File: src/design/tlbPkg.sv
`default_nettype none

package tlbPkg;

  // table geometry
  localparam int tlbEntryCount = 16;
  localparam int tlbIndexWidth = 4;

  // 4 KB pages, tag covers one even/odd page pair
  localparam int tlbPageBits = 12;
  localparam int tlbVpn2Width = 32 - tlbPageBits - 1;
  localparam int tlbPfnWidth = 24;

  // tag + two frames + dirty/valid per half
  localparam int tlbEntryWidth = tlbVpn2Width + 2 * (tlbPfnWidth + 2);

  // bits 70..0, same order as the software view
  typedef struct packed {
    logic [tlbVpn2Width-1:0] vpn2;
    logic [tlbPfnWidth-1:0] pfn1;
    logic dirty1;
    logic valid1;
    logic [tlbPfnWidth-1:0] pfn0;
    logic dirty0;
    logic valid0;
  } tlbEntryT;

  // entry 0 sits in the low bits
  typedef tlbEntryT [tlbEntryCount-1:0] tlbEntryArrayT;

  // one translation, 38 bits
  typedef struct packed {
    logic hit;
    logic [tlbIndexWidth-1:0] hitIndex;
    logic [31:0] physAddr;
    logic modFault;
  } tlbResultT;

endpackage

`default_nettype wire

File: src/design/tlbLookupIf.sv
`default_nettype none
`timescale 1ns/1ps

interface tlbLookupIf;
  import tlbPkg::*;

  // strobe follows lookupValid in the same cycle
  logic resultValid;
  logic hit;
  logic [tlbIndexWidth-1:0] hitIndex;
  logic [31:0] physAddr;
  logic modFault;

  // fields gathered into one word for the response register
  tlbResultT payload;

  assign payload.hit = hit;
  assign payload.hitIndex = hitIndex;
  assign payload.physAddr = physAddr;
  assign payload.modFault = modFault;

  modport converter (
    output resultValid,
    output hit,
    output hitIndex,
    output physAddr,
    output modFault
  );

  modport response (
    input resultValid,
    input payload
  );

endinterface

`default_nettype wire

File: src/design/tlbEntryArray.sv
`default_nettype none
`timescale 1ns/1ps

module tlbEntryArray (
  input  logic                             clk,
  input  logic                             rstN,
  input  logic                             writeEn,
  input  logic [tlbPkg::tlbIndexWidth-1:0] writeIndex,
  input  tlbPkg::tlbEntryT                 writeEntry,
  output tlbPkg::tlbEntryArrayT            entries
);
  import tlbPkg::*;

  tlbEntryArrayT entryQ;

  // tags and frames survive reset, only the valid bits drop
  always_ff @(posedge clk) begin
    if (!rstN) begin
      for (int i = 0; i < tlbEntryCount; i++) begin
        entryQ[i].valid0 <= 1'b0;
        entryQ[i].valid1 <= 1'b0;
      end
    end else if (writeEn) begin
      entryQ[writeIndex] <= writeEntry;
    end
  end

  // write lands at the edge, lookups see it next cycle
  assign entries = entryQ;

endmodule

`default_nettype wire

File: src/design/tlbConverter.sv
`default_nettype none
`timescale 1ns/1ps

module tlbConverter (
  input  tlbPkg::tlbEntryArrayT entries,
  input  logic                  lookupValid,
  input  logic [31:0]           lookupAddr,
  input  logic                  lookupStore,
  tlbLookupIf.converter         result
);
  import tlbPkg::*;

  logic [tlbEntryCount-1:0] matched;
  logic [tlbIndexWidth-1:0] matchIndex;
  logic                     oddPage;
  tlbEntryT                 selEntry;
  logic [tlbPfnWidth-1:0]   selPfn;
  logic                     selDirty;
  logic                     anyHit;

  // bit 12 picks the half of the page pair
  assign oddPage = lookupAddr[tlbPageBits];

  // tag compare on every entry at once
  genvar i;
  generate
    for (i = 0; i < tlbEntryCount; i++) begin : gMatch
      assign matched[i] = (entries[i].vpn2 == lookupAddr[31:tlbPageBits+1]) &&
                          (oddPage ? entries[i].valid1 : entries[i].valid0);
    end
  endgenerate

  // lowest index wins, so scan from the top down
  always_comb begin
    matchIndex = '0;
    for (int j = tlbEntryCount - 1; j >= 0; j--) begin
      if (matched[j]) begin
        matchIndex = tlbIndexWidth'(j);
      end
    end
  end

  assign anyHit = |matched;
  assign selEntry = entries[matchIndex];

  // frame and dirty bit of the addressed half
  always_comb begin
    if (oddPage) begin
      selPfn = selEntry.pfn1;
      selDirty = selEntry.dirty1;
    end else begin
      selPfn = selEntry.pfn0;
      selDirty = selEntry.dirty0;
    end
  end

  assign result.resultValid = lookupValid;
  assign result.hit = anyHit;
  assign result.hitIndex = matchIndex;

  // upper frame bits beyond a 32-bit space are dropped
  assign result.physAddr = {selPfn[31-tlbPageBits:0], lookupAddr[tlbPageBits-1:0]};

  // store into a clean page
  assign result.modFault = anyHit && lookupStore && !selDirty;

endmodule

`default_nettype wire

File: src/design/tlbResponse.sv
`default_nettype none
`timescale 1ns/1ps

module tlbResponse (
  input  logic                             clk,
  input  logic                             rstN,
  tlbLookupIf.response                     result,
  output logic                             respValid,
  output logic [31:0]                      physAddr,
  output logic                             miss,
  output logic                             modFault,
  output logic [tlbPkg::tlbIndexWidth-1:0] hitIndex
);
  import tlbPkg::*;

  tlbResultT payloadQ;

  // flags only mean something alongside respValid
  always_ff @(posedge clk) begin
    if (!rstN) begin
      respValid <= 1'b0;
      miss <= 1'b0;
      modFault <= 1'b0;
    end else begin
      respValid <= result.resultValid;
      miss <= result.resultValid && !result.payload.hit;
      modFault <= result.resultValid && result.payload.modFault;
    end
  end

  // address and index captured per lookup
  always_ff @(posedge clk) begin
    if (result.resultValid) begin
      payloadQ <= result.payload;
    end
  end

  assign physAddr = payloadQ.physAddr;
  assign hitIndex = payloadQ.hitIndex;

endmodule

`default_nettype wire

File: src/design/tlbMmu.sv
`default_nettype none
`timescale 1ns/1ps

module tlbMmu (
  input  logic                             clk,
  input  logic                             rstN,
  // indexed write port
  input  logic                             writeEn,
  input  logic [tlbPkg::tlbIndexWidth-1:0] writeIndex,
  input  logic [tlbPkg::tlbEntryWidth-1:0] writeEntry,
  // lookup request
  input  logic                             lookupValid,
  input  logic [31:0]                      lookupAddr,
  input  logic                             lookupStore,
  // lookup response, one cycle later
  output logic                             respValid,
  output logic [31:0]                      physAddr,
  output logic                             miss,
  output logic                             modFault,
  output logic [tlbPkg::tlbIndexWidth-1:0] hitIndex
);
  import tlbPkg::*;

  tlbEntryArrayT entries;

  tlbLookupIf lookupBus ();

  tlbEntryArray uEntryArray (
    .clk        (clk),
    .rstN       (rstN),
    .writeEn    (writeEn),
    .writeIndex (writeIndex),
    .writeEntry (tlbEntryT'(writeEntry)),
    .entries    (entries)
  );

  tlbConverter uConverter (
    .entries     (entries),
    .lookupValid (lookupValid),
    .lookupAddr  (lookupAddr),
    .lookupStore (lookupStore),
    .result      (lookupBus.converter)
  );

  tlbResponse uResponse (
    .clk       (clk),
    .rstN      (rstN),
    .result    (lookupBus.response),
    .respValid (respValid),
    .physAddr  (physAddr),
    .miss      (miss),
    .modFault  (modFault),
    .hitIndex  (hitIndex)
  );

endmodule

`default_nettype wire

File: config.mk
export PLATFORM = sky130hd
export DESIGN_NAME = tlbMmu
export DESIGN_NICKNAME = d
export VERILOG_FILES = /design/src/design/tlbPkg.sv /design/src/design/tlbLookupIf.sv /design/src/design/tlbEntryArray.sv /design/src/design/tlbConverter.sv /design/src/design/tlbResponse.sv /design/src/design/tlbMmu.sv
export SDC_FILE = /design/constraint.sdc
export NUM_CORES = 1
export LEC_CHECK = 0
export BUFFER_PORTS_ARGS = -buffer_cell sky130_fd_sc_hd__buf_2
export CORE_AREA = 5 5 352 354
export DETAILED_ROUTE_END_ITERATION = 8
export DIE_AREA = 0 0 357 359
export HOLD_SLACK_MARGIN = 0.06
export PLACE_DENSITY = 0.62
export SLEW_MARGIN = 20
export SYNTH_ARGS = -nofsm -noshare
export SYNTH_HDL_FRONTEND = slang
export SYNTH_HIERARCHICAL = 1
export SYNTH_SLANG_ARGS = --single-unit
File: constraint.sdc
create_clock -name clk -period 25.2 [get_ports clk]
set_input_delay 3.78 -clock clk [delete_from_list [all_inputs] [get_ports clk]]
set_output_delay 3.78 -clock clk [all_outputs]
set_load 0.02 [all_outputs]
==> key figures <==
CTS
  • Post CTS Setup Buffer Count: 0
  • Clock Pin Slew Worst Setup and Hold Paths: ~0.060 ns
  • Number of levels in the clock H-tree: 3
  • Master cell of the clock root buffer: sky130_fd_sc_hd__clkbuf_16
  • Post-cts hold buffer count: 0
  • Cells resized by post-CTS repair: 0
  • Deepest clock path buffer count: 3
  • Clock network latency to the later pin of the worst-skew pair: around 0.70 ns
  • Clock tree sinks: approximately 1,000
  • TritonCTS clock tree: yes
  • Number of clock buffers inserted by TritonCTS: between 100 and 150

Placement
  • Quantity of I/O buffers inserted on ports: ~140
  • Post-DP HPWL: just under 60,000 um
  • Total instance count after detailed placement: ~4,300
  • Placer Congestion: between 0.8 and 0.9

Drt
  • Routed wire length: 112,000 um
  • Iteration-0 DRC Markers: 2,395
  • Number of vias in the routed layout: 23,900
  • Router iterations before antenna repair: 5
  • DR vias/cell: 5.26
  • Antenna-violating nets left: 0
  • DRC violation count after routing: 0
  • Avg WL per Cell: about 25 um

STA
  • Fin Clk Skew: roughly 0.053 ns
  • Final-report hold violation count: 0
  • Min cycle time layout: 9.28 ns
  • Tightest Pin Transition: between 1 and 1.5 ns
  • Fin. max-slew vios: 0
  • Final period util: between 30% and 40%
  • Remaining max-slew budget at the tightest pin: 25.5%
  • Fmax: 108 MHz
  • RSZ-0062 raised after global routing: no
  • Number of failing setup endpoints in the final timing report: 0
  • Final setup TNS: 0 ns
  • Hold slack final: roughly 0.46 ns

Hold path
  • Hold Crit Class: reg -> reg
  • Hold path depth: 2
  • End point of the worst hold path: uEntryArray/entries[852]
  • Critical hold path startpoint: uEntryArray/entries[852]

Layout
  • Share of layout cells above drive strength 1: between 10% and 20%
  • Fraction of the core area covered by cells at the end of the flow: 40.2%
  • Leading cell type in the layout, fill and taps excluded: sky130_fd_sc_hd__edfxtp_1
  • Layout Cells excl Fill: 4,548
  • Signed area change from the synthesized netlist to the final layout: 13.6%
  • Final-stage net count: roughly 2,900
  • Commonest non-fill, non-tap cells in the layout: 1,012 x sky130_fd_sc_hd__edfxtp_1, 317 x sky130_fd_sc_hd__mux2i_1, 188 x sky130_fd_sc_hd__xnor2_1

Logic synthesis
  • Yosys warning total: 6
  • Per-instance average area after synthesis: roughly 16 sq um
  • Cell area after synthesis: 42,700 sq um
  • Number of cells produced by synthesis: 2,679
  • Net count after synthesis: between 2,000 and 3,000

Floorplanning
  • Number of top-level design ports: between 150 and 200
  • Area of the core: ~120,000 sq um
  • Chip Height: ~360 um
  • Initial core utilization: a little over a third
  • Floorplan die width: about 360 um
  • Area of the die: 128,000 sq um
  • Row count: between 100 and 150

Global routing
  • Number of antenna violations at the first check in global routing: 16
  • Wire length of the first global-routing pass: around 160,000 um
  • Largest net degree at the start of global routing: between 100 and 150
  • Via count of the first global-routing pass: ~24,000
  • Grt total ovfl: 0
  • Total GRT Usage: 17.0%

Run status
  • Outcome: finished clean

Worst setup path
  • Crit Path Category: in -> reg
  • Worst-case register-to-register setup slack: between 15 and 20 ns
  • CP startpoint kind: input pin
  • Critical path endpoint category: flop
  • Start of the worst register-to-register path: uEntryArray/entries[1064]
  • Number of cell instances on the worst register-to-register path: 14
  • Endpoint of the lowest-slack register-to-register path: uResponse/physAddr[26]
  • Data arrival time of the critical path: approximately 10 ns
  • Required arrival time at the worst endpoint: 25.62 ns
  • Highest fanout seen on the critical path: 66

Pwr
  • Power density of the placed cells: 73.1 nW/um^2
  • Overall Power: around 3.5 mW
  • Static leakage power: about 17 nW
  • Worst IR Drop VDD: roughly 0.067 mV

Run
  • MaxCap Viol Count: 0
## flip-flops by register name, indices dropped and copies added (netlist names)
register             cells
uEntryArray/entries   1008
uResponse/hitIndex       4
uResponse/miss           1
uResponse/modFault       1
uResponse/physAddr      32
uResponse/respValid      1
## per-layer routing
metal,share of wire [%],routed length [um],GRT usage [%]
met5,0.030,34,0
met1,41,45900,22.4
met2,49,54600,28.5
met3,7.5,8390,3.19
met4,2.8,3140,5.37
## layout make-up
cell class / instances / area [sq um]
antenna: 14 / 35.0
clock buffer: 124 / 2640
clock inverter: 60 / 597
fill: 11000 / 72200
inverter: 6 / 22.5
multi-input combinational: 1479 / 11000
sequential: 1047 / 31100
tap: 1625 / 2030
timing repair buffer: 193 / 1130
## stage by stage
step / area (sq um) / setup slack, ns
after global routing: 48500 / 15.61
after global placement: 45200 / 15.28
after detailed placement: 45200 / 15.29
after CTS: 48400 / 15.98
final: 48500 / 15.92
after floorplan: 42700 / 14.54
## how the worst max path moves through the flow
stage,startpoint,endpoint,slack [ns],cells after the start
after floorplan,rstN,uEntryArray/entries[143],14.54,3
after global placement,lookupAddr[31],uResponse/physAddr[22],15.28,16
after detailed placement,lookupAddr[31],uResponse/physAddr[20],15.29,16
after CTS,lookupAddr[31],uResponse/physAddr[20],15.98,16
after global routing,lookupAddr[31],uResponse/physAddr[26],15.61,16
final,lookupAddr[31],uResponse/physAddr[26],15.92,16
## critical path, cell delays in order
cell and delay (ns):
sky130_fd_sc_hd__buf_2 0.08, sky130_fd_sc_hd__buf_4 0.40, sky130_fd_sc_hd__xor2_1 0.17, sky130_fd_sc_hd__or4_1 0.54, sky130_fd_sc_hd__or4b_1 0.50, sky130_fd_sc_hd__or4_1 0.63, sky130_fd_sc_hd__a211oi_2 0.39, sky130_fd_sc_hd__o21ai_2 0.20
sky130_fd_sc_hd__a21oi_4 0.16, sky130_fd_sc_hd__buf_4 0.81, sky130_fd_sc_hd__buf_4 0.95, sky130_fd_sc_hd__mux2_2 0.42, sky130_fd_sc_hd__a21oi_1 0.17, sky130_fd_sc_hd__o211ai_1 0.11, sky130_fd_sc_hd__o21ai_1 0.17, sky130_fd_sc_hd__nor3_2 0.09
## where the power goes
group          switching, mW  internal [mW]
registers            0.00650           1.93
logic                  0.101         0.0369
clock network          0.650          0.820
(Power assumes the default switching activity.)
